## src/logic/rv_decode_settings.svh

```systemverilog
`ifndef RV_DECODE_SETTINGS_SVH
`define RV_DECODE_SETTINGS_SVH

// ============================================================
// datapath widths
// ============================================================

// register file data and immediate width
`define RV_XLEN 64

// fetched instruction word
`define RV_INST_W 32

// gpr index width, 32 registers
`define RV_REG_ADDR_W 5

`endif

```

## src/logic/rv_decode_pkg.sv

```systemverilog
`default_nettype none

`include "rv_decode_settings.svh"

package rv_decode_pkg;

    // ============================================================
    // major opcodes of the kept instruction set
    // ============================================================
    typedef enum logic [6:0] {
        OP_IMM    = 7'b0010011,
        OP_IMM_32 = 7'b0011011,
        OP        = 7'b0110011,
        OP_32     = 7'b0111011,
        LOAD      = 7'b0000011,
        STORE     = 7'b0100011,
        BRANCH    = 7'b1100011,
        JAL       = 7'b1101111,
        JALR      = 7'b1100111,
        AUIPC     = 7'b0010111,
        LUI       = 7'b0110111
    } opcode_e;

    // pass forwards operand 2 unchanged
    typedef enum logic [4:0] {
        ALU_ADD, ALU_SUB, ALU_SLT, ALU_SLTU, ALU_AND, ALU_OR, ALU_XOR,
        ALU_SLL, ALU_SRL, ALU_SRA, ALU_MUL, ALU_MULH, ALU_MULHSU,
        ALU_MULHU, ALU_DIV, ALU_DIVU, ALU_REM, ALU_REMU, ALU_PASS
    } alu_op_e;

    typedef enum logic [1:0] {SRC1_RS1, SRC1_PC} src1_e;

    typedef enum logic [1:0] {SRC2_RS2, SRC2_IMM, SRC2_FOUR} src2_e;

    typedef enum logic [2:0] {
        BR_NONE, BR_EQ, BR_NE, BR_LT, BR_GE, BR_LTU, BR_GEU
    } br_cond_e;

    // conditional branches share pc relative targets with jal
    typedef enum logic [1:0] {JUMP_NONE, JUMP_PC_IMM, JUMP_RS1_IMM} jump_e;

    typedef enum logic [1:0] {MEM_BYTE, MEM_HALF, MEM_WORD, MEM_DWORD} mem_size_e;

    typedef enum logic [2:0] {IMM_NONE, IMM_I, IMM_S, IMM_B, IMM_U, IMM_J} imm_fmt_e;

    // ============================================================
    // decoded result, payload of the output stage
    // ============================================================
    typedef struct packed {
        logic [`RV_REG_ADDR_W-1:0] rd;
        logic [`RV_REG_ADDR_W-1:0] rs1;
        logic [`RV_REG_ADDR_W-1:0] rs2;
        alu_op_e                   alu_op;
        logic                      word_op;
        src1_e                     src1;
        src2_e                     src2;
        br_cond_e                  br_cond;
        jump_e                     jump;
        logic                      load;
        logic                      store;
        mem_size_e                 mem_size;
        logic                      mem_unsigned;
        logic                      write_gpr;
        logic [`RV_XLEN-1:0]       imm;
        logic                      illegal;
    } decode_t;

endpackage

`default_nettype wire

```

## src/logic/rv_inst_classifier.sv

```systemverilog
`timescale 1ns/1ps
`default_nettype none

`include "rv_decode_settings.svh"

module rv_inst_classifier (
    input  wire logic [`RV_INST_W-1:0]  inst_i,
    output rv_decode_pkg::opcode_e      opcode_o,
    output logic [2:0]                  func3_o,
    output logic [6:0]                  func7_o,
    output logic                        is_word_o,
    output logic                        is_alu_imm_o,
    output logic                        is_alu_reg_o,
    output logic                        is_load_o,
    output logic                        is_store_o,
    output logic                        is_branch_o,
    output logic                        is_jal_o,
    output logic                        is_jalr_o,
    output logic                        is_auipc_o,
    output logic                        is_lui_o,
    output logic                        illegal_o
);

    logic legal;

    assign opcode_o = rv_decode_pkg::opcode_e'(inst_i[6:0]);
    assign func3_o  = inst_i[14:12];
    assign func7_o  = inst_i[31:25];

    // ============================================================
    // per opcode func3 / func7 legality
    // ============================================================
    always_comb begin
        legal = 1'b0;
        case (opcode_o)
            rv_decode_pkg::OP_IMM: begin
                // rv64 shamt is 6 bits so only inst[31:26] is a function field
                case (func3_o)
                    3'b001:  legal = (inst_i[31:26] == 6'b000000);
                    3'b101:  legal = (inst_i[31:26] inside {6'b000000, 6'b010000});
                    default: legal = 1'b1;
                endcase
            end
            rv_decode_pkg::OP_IMM_32: begin
                case (func3_o)
                    3'b000:  legal = 1'b1;
                    3'b001:  legal = (func7_o == 7'b0000000);
                    3'b101:  legal = (func7_o inside {7'b0000000, 7'b0100000});
                    default: legal = 1'b0;
                endcase
            end
            rv_decode_pkg::OP: begin
                legal = (func7_o inside {7'b0000000, 7'b0000001})
                      || (func7_o == 7'b0100000 && func3_o inside {3'b000, 3'b101});
            end
            rv_decode_pkg::OP_32: begin
                // word forms have no slt, logic ops or mulh variants
                case (func7_o)
                    7'b0000000: legal = func3_o inside {3'b000, 3'b001, 3'b101};
                    7'b0100000: legal = func3_o inside {3'b000, 3'b101};
                    7'b0000001: legal = (func3_o == 3'b000) || func3_o[2];
                    default:    legal = 1'b0;
                endcase
            end
            rv_decode_pkg::LOAD:   legal = (func3_o != 3'b111);
            rv_decode_pkg::STORE:  legal = !func3_o[2];
            rv_decode_pkg::BRANCH: legal = (func3_o[2:1] != 2'b01);
            rv_decode_pkg::JALR:   legal = (func3_o == 3'b000);
            rv_decode_pkg::JAL,
            rv_decode_pkg::AUIPC,
            rv_decode_pkg::LUI:    legal = 1'b1;
            // system, csr, fence and unknown opcodes
            default:               legal = 1'b0;
        endcase
    end

    assign illegal_o = !legal;

    // class flags are all cleared on an illegal encoding
    assign is_word_o    = legal && (opcode_o inside {rv_decode_pkg::OP_IMM_32,
                                                     rv_decode_pkg::OP_32});
    assign is_alu_imm_o = legal && (opcode_o inside {rv_decode_pkg::OP_IMM,
                                                     rv_decode_pkg::OP_IMM_32});
    assign is_alu_reg_o = legal && (opcode_o inside {rv_decode_pkg::OP, rv_decode_pkg::OP_32});
    assign is_load_o    = legal && (opcode_o == rv_decode_pkg::LOAD);
    assign is_store_o   = legal && (opcode_o == rv_decode_pkg::STORE);
    assign is_branch_o  = legal && (opcode_o == rv_decode_pkg::BRANCH);
    assign is_jal_o     = legal && (opcode_o == rv_decode_pkg::JAL);
    assign is_jalr_o    = legal && (opcode_o == rv_decode_pkg::JALR);
    assign is_auipc_o   = legal && (opcode_o == rv_decode_pkg::AUIPC);
    assign is_lui_o     = legal && (opcode_o == rv_decode_pkg::LUI);

    a_one_class: assert final ($onehot({illegal_o, is_alu_imm_o, is_alu_reg_o, is_load_o,
                                        is_store_o, is_branch_o, is_jal_o, is_jalr_o,
                                        is_auipc_o, is_lui_o}))
        else $error("legal instruction not decoded into exactly one class");

endmodule

`default_nettype wire

```

## src/logic/rv_exec_ctrl.sv

```systemverilog
`timescale 1ns/1ps
`default_nettype none

module rv_exec_ctrl (
    input  wire logic [2:0]        func3_i,
    input  wire logic [6:0]        func7_i,
    input  wire logic              is_word_i,
    input  wire logic              is_alu_imm_i,
    input  wire logic              is_alu_reg_i,
    input  wire logic              is_load_i,
    input  wire logic              is_store_i,
    input  wire logic              is_jal_i,
    input  wire logic              is_jalr_i,
    input  wire logic              is_auipc_i,
    input  wire logic              is_lui_i,
    output rv_decode_pkg::alu_op_e alu_op_o,
    output logic                   word_op_o,
    output rv_decode_pkg::src1_e   src1_o,
    output rv_decode_pkg::src2_e   src2_o
);

    // word flag comes straight from the opcode class
    assign word_op_o = is_word_i;

    always_comb begin
        alu_op_o = rv_decode_pkg::ALU_ADD;
        src1_o   = rv_decode_pkg::SRC1_RS1;
        src2_o   = rv_decode_pkg::SRC2_RS2;
        if (is_alu_reg_i && func7_i[0]) begin
            // m extension, func3 picks the unit variant
            case (func3_i)
                3'b000: alu_op_o = rv_decode_pkg::ALU_MUL;
                3'b001: alu_op_o = rv_decode_pkg::ALU_MULH;
                3'b010: alu_op_o = rv_decode_pkg::ALU_MULHSU;
                3'b011: alu_op_o = rv_decode_pkg::ALU_MULHU;
                3'b100: alu_op_o = rv_decode_pkg::ALU_DIV;
                3'b101: alu_op_o = rv_decode_pkg::ALU_DIVU;
                3'b110: alu_op_o = rv_decode_pkg::ALU_REM;
                3'b111: alu_op_o = rv_decode_pkg::ALU_REMU;
            endcase
        end else if (is_alu_reg_i || is_alu_imm_i) begin
            case (func3_i)
                // addi has immediate bits in func7, only reg forms subtract
                3'b000:  alu_op_o = (is_alu_reg_i && func7_i[5]) ? rv_decode_pkg::ALU_SUB
                                                                  : rv_decode_pkg::ALU_ADD;
                3'b001:  alu_op_o = rv_decode_pkg::ALU_SLL;
                3'b010:  alu_op_o = rv_decode_pkg::ALU_SLT;
                3'b011:  alu_op_o = rv_decode_pkg::ALU_SLTU;
                3'b100:  alu_op_o = rv_decode_pkg::ALU_XOR;
                3'b101:  alu_op_o = func7_i[5] ? rv_decode_pkg::ALU_SRA : rv_decode_pkg::ALU_SRL;
                3'b110:  alu_op_o = rv_decode_pkg::ALU_OR;
                default: alu_op_o = rv_decode_pkg::ALU_AND;
            endcase
            if (is_alu_imm_i) begin
                src2_o = rv_decode_pkg::SRC2_IMM;
            end
        end else if (is_load_i || is_store_i) begin
            // effective address rs1 + imm
            src2_o = rv_decode_pkg::SRC2_IMM;
        end else if (is_jal_i || is_jalr_i) begin
            // link value pc + 4
            src1_o = rv_decode_pkg::SRC1_PC;
            src2_o = rv_decode_pkg::SRC2_FOUR;
        end else if (is_auipc_i) begin
            src1_o = rv_decode_pkg::SRC1_PC;
            src2_o = rv_decode_pkg::SRC2_IMM;
        end else if (is_lui_i) begin
            alu_op_o = rv_decode_pkg::ALU_PASS;
            src2_o   = rv_decode_pkg::SRC2_IMM;
        end else begin
            // branches compare rs1 against rs2
            alu_op_o = rv_decode_pkg::ALU_SUB;
        end
    end

endmodule

`default_nettype wire

```

## src/logic/rv_flow_mem_ctrl.sv

```systemverilog
`timescale 1ns/1ps
`default_nettype none

module rv_flow_mem_ctrl (
    input  wire logic [2:0]          func3_i,
    input  wire logic                is_load_i,
    input  wire logic                is_store_i,
    input  wire logic                is_branch_i,
    input  wire logic                is_jal_i,
    input  wire logic                is_jalr_i,
    input  wire logic                illegal_i,
    output rv_decode_pkg::br_cond_e  br_cond_o,
    output rv_decode_pkg::jump_e     jump_o,
    output logic                     load_o,
    output logic                     store_o,
    output rv_decode_pkg::mem_size_e mem_size_o,
    output logic                     mem_unsigned_o,
    output logic                     write_gpr_o
);

    // ============================================================
    // control flow
    // ============================================================
    always_comb begin
        br_cond_o = rv_decode_pkg::BR_NONE;
        if (is_branch_i) begin
            case (func3_i)
                3'b000:  br_cond_o = rv_decode_pkg::BR_EQ;
                3'b001:  br_cond_o = rv_decode_pkg::BR_NE;
                3'b100:  br_cond_o = rv_decode_pkg::BR_LT;
                3'b101:  br_cond_o = rv_decode_pkg::BR_GE;
                3'b110:  br_cond_o = rv_decode_pkg::BR_LTU;
                3'b111:  br_cond_o = rv_decode_pkg::BR_GEU;
                default: br_cond_o = rv_decode_pkg::BR_NONE;
            endcase
        end
    end

    assign jump_o = (is_jal_i || is_branch_i) ? rv_decode_pkg::JUMP_PC_IMM :
                    is_jalr_i                 ? rv_decode_pkg::JUMP_RS1_IMM :
                                                rv_decode_pkg::JUMP_NONE;

    // ============================================================
    // memory access
    // ============================================================
    assign load_o  = is_load_i;
    assign store_o = is_store_i;

    // func3[1:0] encodes the size, func3[2] the zero extension of loads
    assign mem_size_o     = (is_load_i || is_store_i) ? rv_decode_pkg::mem_size_e'(func3_i[1:0])
                                                      : rv_decode_pkg::MEM_BYTE;
    assign mem_unsigned_o = is_load_i && func3_i[2];

    assign write_gpr_o = !(is_store_i || is_branch_i || illegal_i);

endmodule

`default_nettype wire

```

## src/logic/rv_imm_gen.sv

```systemverilog
`timescale 1ns/1ps
`default_nettype none

`include "rv_decode_settings.svh"

module rv_imm_gen (
    input  wire logic [`RV_INST_W-1:0] inst_i,
    input  wire logic                  is_alu_imm_i,
    input  wire logic                  is_load_i,
    input  wire logic                  is_jalr_i,
    input  wire logic                  is_store_i,
    input  wire logic                  is_branch_i,
    input  wire logic                  is_jal_i,
    input  wire logic                  is_auipc_i,
    input  wire logic                  is_lui_i,
    output logic [`RV_XLEN-1:0]        imm_o
);

    rv_decode_pkg::imm_fmt_e fmt;
    logic                    sign;

    assign sign = inst_i[31];

    // register forms and illegal encodings fall to none
    assign fmt = (is_alu_imm_i || is_load_i || is_jalr_i) ? rv_decode_pkg::IMM_I :
                 is_store_i                               ? rv_decode_pkg::IMM_S :
                 is_branch_i                              ? rv_decode_pkg::IMM_B :
                 (is_auipc_i || is_lui_i)                 ? rv_decode_pkg::IMM_U :
                 is_jal_i                                 ? rv_decode_pkg::IMM_J :
                                                            rv_decode_pkg::IMM_NONE;

    always_comb begin
        case (fmt)
            rv_decode_pkg::IMM_I: imm_o = {{(`RV_XLEN-12){sign}}, inst_i[31:20]};
            rv_decode_pkg::IMM_S: imm_o = {{(`RV_XLEN-12){sign}}, inst_i[31:25], inst_i[11:7]};
            rv_decode_pkg::IMM_B: imm_o = {{(`RV_XLEN-12){sign}}, inst_i[7], inst_i[30:25],
                                           inst_i[11:8], 1'b0};
            rv_decode_pkg::IMM_U: imm_o = {{(`RV_XLEN-32){sign}}, inst_i[31:12], 12'b0};
            rv_decode_pkg::IMM_J: imm_o = {{(`RV_XLEN-20){sign}}, inst_i[19:12], inst_i[20],
                                           inst_i[30:21], 1'b0};
            default:              imm_o = '0;
        endcase
    end

endmodule

`default_nettype wire

```

## src/logic/rv_pipe_reg.sv

```systemverilog
`timescale 1ns/1ps
`default_nettype none

module rv_pipe_reg #(
    parameter type payload_t = logic
) (
    input  wire logic clk_i,
    input  wire logic rst_i,
    input  wire logic in_valid_i,
    output logic      in_ready_o,
    input  payload_t  in_data_i,
    output logic      out_valid_o,
    input  wire logic out_ready_i,
    output payload_t  out_data_o
);

    logic     valid_q;
    payload_t data_q;

    // empty, or the held item leaves on this edge
    assign in_ready_o = !valid_q || out_ready_i;

    always_ff @(posedge clk_i) begin
        if (rst_i) begin
            valid_q <= 1'b0;
        end else if (in_ready_o) begin
            valid_q <= in_valid_i;
        end
    end

    always_ff @(posedge clk_i) begin
        if (in_valid_i && in_ready_o) begin
            data_q <= in_data_i;
        end
    end

    assign out_valid_o = valid_q;
    assign out_data_o  = data_q;

    // ============================================================
    // stream rules on the input side
    // ============================================================
    a_data_held: assert property (@(posedge clk_i) disable iff (rst_i)
        in_valid_i && !in_ready_o |=> $stable(in_data_i));

    a_valid_held: assert property (@(posedge clk_i) disable iff (rst_i)
        in_valid_i && !in_ready_o |=> in_valid_i);

endmodule

`default_nettype wire

```

## src/logic/rv_decode_top.sv

```systemverilog
`timescale 1ns/1ps
`default_nettype none

`include "rv_decode_settings.svh"

module rv_decode_top (
    input  wire logic                     clk_i,
    input  wire logic                     rst_i,
    input  wire logic                     in_valid_i,
    output logic                          in_ready_o,
    input  wire logic [`RV_INST_W-1:0]    in_inst_i,
    output logic                          out_valid_o,
    input  wire logic                     out_ready_i,
    output logic [`RV_REG_ADDR_W-1:0]     rd_o,
    output logic [`RV_REG_ADDR_W-1:0]     rs1_o,
    output logic [`RV_REG_ADDR_W-1:0]     rs2_o,
    output rv_decode_pkg::alu_op_e        alu_op_o,
    output logic                          word_op_o,
    output rv_decode_pkg::src1_e          src1_o,
    output rv_decode_pkg::src2_e          src2_o,
    output rv_decode_pkg::br_cond_e       br_cond_o,
    output rv_decode_pkg::jump_e          jump_o,
    output logic                          load_o,
    output logic                          store_o,
    output rv_decode_pkg::mem_size_e      mem_size_o,
    output logic                          mem_unsigned_o,
    output logic                          write_gpr_o,
    output logic [`RV_XLEN-1:0]           imm_o,
    output logic                          illegal_o
);

    logic                  s1_valid;
    logic                  s2_ready;
    logic [`RV_INST_W-1:0] s1_inst;
    logic [2:0]            func3;
    logic [6:0]            func7;
    logic                  is_word, is_alu_imm, is_alu_reg, is_load, is_store;
    logic                  is_branch, is_jal, is_jalr, is_auipc, is_lui, illegal;
    rv_decode_pkg::decode_t dec_d;
    rv_decode_pkg::decode_t dec_q;

    // ============================================================
    // stage 1, instruction register
    // ============================================================
    rv_pipe_reg #(.payload_t(logic [`RV_INST_W-1:0])) i_stage1 (
        .clk_i(clk_i), .rst_i(rst_i),
        .in_valid_i(in_valid_i), .in_ready_o(in_ready_o), .in_data_i(in_inst_i),
        .out_valid_o(s1_valid), .out_ready_i(s2_ready), .out_data_o(s1_inst)
    );

    rv_inst_classifier i_classifier (
        .inst_i(s1_inst), .opcode_o(), .func3_o(func3), .func7_o(func7),
        .is_word_o(is_word), .is_alu_imm_o(is_alu_imm), .is_alu_reg_o(is_alu_reg),
        .is_load_o(is_load), .is_store_o(is_store), .is_branch_o(is_branch),
        .is_jal_o(is_jal), .is_jalr_o(is_jalr), .is_auipc_o(is_auipc),
        .is_lui_o(is_lui), .illegal_o(illegal)
    );

    rv_exec_ctrl i_exec_ctrl (
        .func3_i(func3), .func7_i(func7), .is_word_i(is_word),
        .is_alu_imm_i(is_alu_imm), .is_alu_reg_i(is_alu_reg), .is_load_i(is_load),
        .is_store_i(is_store), .is_jal_i(is_jal), .is_jalr_i(is_jalr),
        .is_auipc_i(is_auipc), .is_lui_i(is_lui), .alu_op_o(dec_d.alu_op),
        .word_op_o(dec_d.word_op), .src1_o(dec_d.src1), .src2_o(dec_d.src2)
    );

    rv_flow_mem_ctrl i_flow_mem_ctrl (
        .func3_i(func3), .is_load_i(is_load), .is_store_i(is_store),
        .is_branch_i(is_branch), .is_jal_i(is_jal), .is_jalr_i(is_jalr),
        .illegal_i(illegal), .br_cond_o(dec_d.br_cond), .jump_o(dec_d.jump),
        .load_o(dec_d.load), .store_o(dec_d.store), .mem_size_o(dec_d.mem_size),
        .mem_unsigned_o(dec_d.mem_unsigned), .write_gpr_o(dec_d.write_gpr)
    );

    rv_imm_gen i_imm_gen (
        .inst_i(s1_inst), .is_alu_imm_i(is_alu_imm), .is_load_i(is_load),
        .is_jalr_i(is_jalr), .is_store_i(is_store), .is_branch_i(is_branch),
        .is_jal_i(is_jal), .is_auipc_i(is_auipc), .is_lui_i(is_lui), .imm_o(dec_d.imm)
    );

    // register fields are raw bit ranges, whatever the format
    assign dec_d.rd      = s1_inst[11:7];
    assign dec_d.rs1     = s1_inst[19:15];
    assign dec_d.rs2     = s1_inst[24:20];
    assign dec_d.illegal = illegal;

    // ============================================================
    // stage 2, decoded result register
    // ============================================================
    rv_pipe_reg #(.payload_t(rv_decode_pkg::decode_t)) i_stage2 (
        .clk_i(clk_i), .rst_i(rst_i),
        .in_valid_i(s1_valid), .in_ready_o(s2_ready), .in_data_i(dec_d),
        .out_valid_o(out_valid_o), .out_ready_i(out_ready_i), .out_data_o(dec_q)
    );

    assign rd_o           = dec_q.rd;
    assign rs1_o          = dec_q.rs1;
    assign rs2_o          = dec_q.rs2;
    assign alu_op_o       = dec_q.alu_op;
    assign word_op_o      = dec_q.word_op;
    assign src1_o         = dec_q.src1;
    assign src2_o         = dec_q.src2;
    assign br_cond_o      = dec_q.br_cond;
    assign jump_o         = dec_q.jump;
    assign load_o         = dec_q.load;
    assign store_o        = dec_q.store;
    assign mem_size_o     = dec_q.mem_size;
    assign mem_unsigned_o = dec_q.mem_unsigned;
    assign write_gpr_o    = dec_q.write_gpr;
    assign imm_o          = dec_q.imm;
    assign illegal_o      = dec_q.illegal;

endmodule

`default_nettype wire

```

## config.mk

```make
export PLATFORM = sky130hd
export DESIGN_NAME = rv_decode_top
export DESIGN_NICKNAME = d
export VERILOG_FILES = /design/src/logic/rv_decode_pkg.sv /design/src/logic/rv_inst_classifier.sv /design/src/logic/rv_exec_ctrl.sv /design/src/logic/rv_flow_mem_ctrl.sv /design/src/logic/rv_imm_gen.sv /design/src/logic/rv_pipe_reg.sv /design/src/logic/rv_decode_top.sv
export VERILOG_INCLUDE_DIRS = /design/src /design/src/logic
export SDC_FILE = /design/constraint.sdc
export NUM_CORES = 1
export LEC_CHECK = 0
export BUFFER_PORTS_ARGS = -buffer_cell sky130_fd_sc_hd__buf_2
export CORE_MARGIN = 10
export CORE_UTILIZATION = 30
export DETAILED_ROUTE_END_ITERATION = 8
export HOLD_SLACK_MARGIN = 0.03
export PLACE_DENSITY = 0.5
export SLEW_MARGIN = 20
export SYNTH_ARGS = -nofsm -noshare
export SYNTH_HDL_FRONTEND = slang
export SYNTH_SLANG_ARGS = --single-unit
```

## constraint.sdc

```tcl
create_clock -name clk_i -period 5.25 [get_ports clk_i]
set_input_delay 0.525 -clock clk_i [delete_from_list [all_inputs] [get_ports clk_i]]
set_output_delay 0.525 -clock clk_i [all_outputs]
set_load 0.005 [all_outputs]
```

==> flow_summary_export.csv <==
group,metric,value,unit
outcome,status,"finished clean",
timing,fin_skew,0.00895,ns
place,gp_congestion,0.833,
timing,finalCritPeriodShare,58.7,%
clock_network,cts.repair.resized,0,
logic_synthesis,yosys.area.top_type_share,66.7,%
clock_network,htree_levels,3,
critical_path,worst_ep_required_time,5.33,ns
global_route,overflow,0,
logic_synthesis,ys_seq_elements,107,
finish,fill_cells,1448,
power_and_ir_drop,power_density,338,nW/um^2
global_route,grt_pass1_vias,2917,
clock_network,path_clk_slew,0.07,ns
logic_synthesis,synthTopCellsByArea,"edfxtp_1 67%, buf_4 5.5%, dfxtp_1 3.1%",
floorplan,io_pins,139,
place,hpwl,8530,um
floorplan,core_area,14600,um^2
place,io_buffers,137,
job,cap_violations,0,
logic_synthesis,ys_seq_area_share,69.8,%
finish,fin_nets,459,
finish,fin_cells,609,
global_route,antenna_found_initial,0,
logic_synthesis,yosys.cell_count.top_type,"edfxtp_1",
finish,antenna_cells,0,
critical_path,crit_fanout,21,
place,dpl_cell_area,5140,um^2
timing,hold_viol_final,0,
critical_path,slowest_stage,"edfxtp_1",
critical_path,crit_path_cell_trace,"nor2b_1, a2111oi_0, o311ai_1, nand4b_2, a211oi_4, o21ai_0",
critical_path,critPathMaxStageDelay,0.78,ns
route,vias,2884,
critical_path,cp-end-kind,"flop",
logic_synthesis,synthTopCellsByCount,"100 x edfxtp_1, 33 x buf_4, 22 x nand2_1, 18 x nor2_1, 15 x o21ai_0",
clock_network,cts_hold_buffers,0,
place,dp.cells,596,
logic_synthesis,netlist_instances,321,
clock_network,tritoncts,"yes",
logic_synthesis,yosysUniqueCellTypes,58,
logic_synthesis,async_reset_ff_share,0,%
clock_network,cts.sinks,107,
route,drt-total-wl,11400,um
finish,drive_above_1_share,39.1,%
timing,worst_slew_pin_slew,0.739,ns
timing,max_freq,324,MHz
clock_network,cts_buffer_depth,2,
min_path,min_path_type,"in -> reg",
critical_path,critPathKind,"reg -> reg",
finish,design_area,5450,um^2
route,first_iter_violations,295,
floorplan,rows,44,
logic_synthesis,syn_nets,357,
timing,setup_viol,0,
floorplan,start_util,30.7,%
global_route,grt_pass1_wl,17100,um
finish,area_growth,21.2,%
logic_synthesis,yosys_warnings,0,
logic_synthesis,syn-cell-area,4500,um^2
floorplan,die-area,20300,um^2
route,ant_nets,0,
timing,rsz0062_at_grt,"no",
global_route,grt_max_degree,56,
logic_synthesis,yosys.area.top_type,"edfxtp_1",
timing,slew_headroom,50.6,%
timing,min_period,3.08,ns
route,wl_per_cell,18.8,um
clock_network,clkLatencyLatePin,0.36,ns
route,drt_first_pass_iters,4,
floorplan,fp.dieW,142,um
route,drcViolationCount,0,
critical_path,cp_num_buf_inv,0,
logic_synthesis,synth_edf_count,100,
global_route,grt_usage,11.1,%
critical_path,cp_top_family,"compound AO/OA/AOI/OAI gates",
logic_synthesis,synth-main-ff-cell,"edfxtp_1",
clock_network,cts_buffers,9,
timing,fin_setup_tns,0,ns
timing,slew_viol_final,0,
power_and_ir_drop,ir_drop,179,uV
critical_path,cp-start-kind,"flop",
clock_network,clockRootBuffer,"clkbuf_16",
clock_network,post_cts.repair.setup_buffers,0,
floorplan,die_h,142,um
power_and_ir_drop,p_leak,0.00202,uW
critical_path,crit_arrival,3.16,ns
route,drt-vias-per-instance,4.74,
logic_synthesis,avgSynthCellArea,14.0,um^2
[logic make-up after synthesis]
logic type,Yosys count,synth area share [%]
DFF,107,69.8
and+or+nand+nor,92,11.3
AOI/OAI and AO/OA,55,8.79
buffers and inverters,55,7.56
muxes,8,1.81
xor gates and xnor gates,3,0.584
other,1,0.0833
[worst paths after layout]
path                                 from                       to  slack [ns]  cells after the start
setup / recovery  i_stage1.out_data_o[14]  i_stage2.out_data_o[26]        2.17                      6
hold / removal              in_inst_i[23]  i_stage1.out_data_o[23]        0.34                      1
setup reg to reg  i_stage1.out_data_o[14]  i_stage2.out_data_o[26]        2.17                      6
hold reg to reg   i_stage1.out_data_o[15]  i_stage2.out_data_o[91]        0.46                      0
[worst register-to-register path, stage by stage (launching register included)]
cell       delay [ns]
edfxtp_1         0.78
nor2b_1          0.30
a2111oi_0        0.12
o311ai_1         0.45
nand4b_2         0.27
a211oi_4         0.72
o21ai_0          0.17
[power breakdown]
group	internal, uW	switching, uW
Combinational	52.9	65.1
Clock	412	294
Sequential	982	35.3
[sequential cells by signal, indices dropped and copies added (netlist names), named ones only]
signal and cells:
i_stage1.out_valid_o 1, i_stage2.out_data_o 68, i_stage2.out_valid_o 1, i_stage1.out_data_o 32
[routing by layer]
layer	global-route usage (%)	vias to the layer above	routed length, um	part of all wire [%]
li1	-	1372	-	-
met4	4.56	0	185	1.6
met1	13.2	1381	4740	41
met5	0	-	0	0
met3	3.74	12	929	8.1
met2	18.0	119	5590	49
[area by class of cell]
| type | count | area (um^2) | area share, % |
|---|---|---|---|
| Tap cell | 184 | 230 | 4.22 |
| Multi-Input combinational cell | 159 | 1040 | 19.1 |
| Clock buffer | 9 | 225 | 4.13 |
| Sequential cell | 107 | 3140 | 57.6 |
| Timing Repair Buffer | 141 | 716 | 13.1 |
| Inverter | 5 | 18.8 | 0.344 |
| Clock inverter | 4 | 77.6 | 1.42 |
[metrics by stage]
step | util, % | total power (uW) | worst slack, ns | hold WS (ns)
after global placement | 35.1 | 1150 | 2.11 | 0.436
after floorplan | - | 1100 | 1.12 | 0.426
final | 37.2 | 1840 | 2.17 | 0.341
after CTS | 37.2 | 1870 | 1.87 | 0.325
after global routing | 37.2 | 1920 | 1.82 | 0.328
after detailed placement | 35.1 | 1160 | 1.88 | 0.439
[cell usage in the layout, fill, tap and decap left out, types with 3 or more instances in the layout]
cell type | Yosys | final
buf_2 | 2 | 137
edfxtp_1 | 100 | 100
nand2_1 | 22 | 22
nor2_1 | 18 | 18
o21ai_0 | 15 | 14
nor2b_1 | 13 | 12
clkbuf_16 | 0 | 9
a221o_1 | 8 | 8
mux2i_1 | 7 | 7
a21oi_1 | 7 | 7
dfxtp_1 | 7 | 7
nand2b_1 | 6 | 6
nand3_1 | 5 | 5
inv_1 | 4 | 4
nor3_1 | 5 | 4
buf_4 | 33 | 4
o21ai_1 | 2 | 3
and2_1 | 3 | 3
Power figures use the tool's default switching activity.
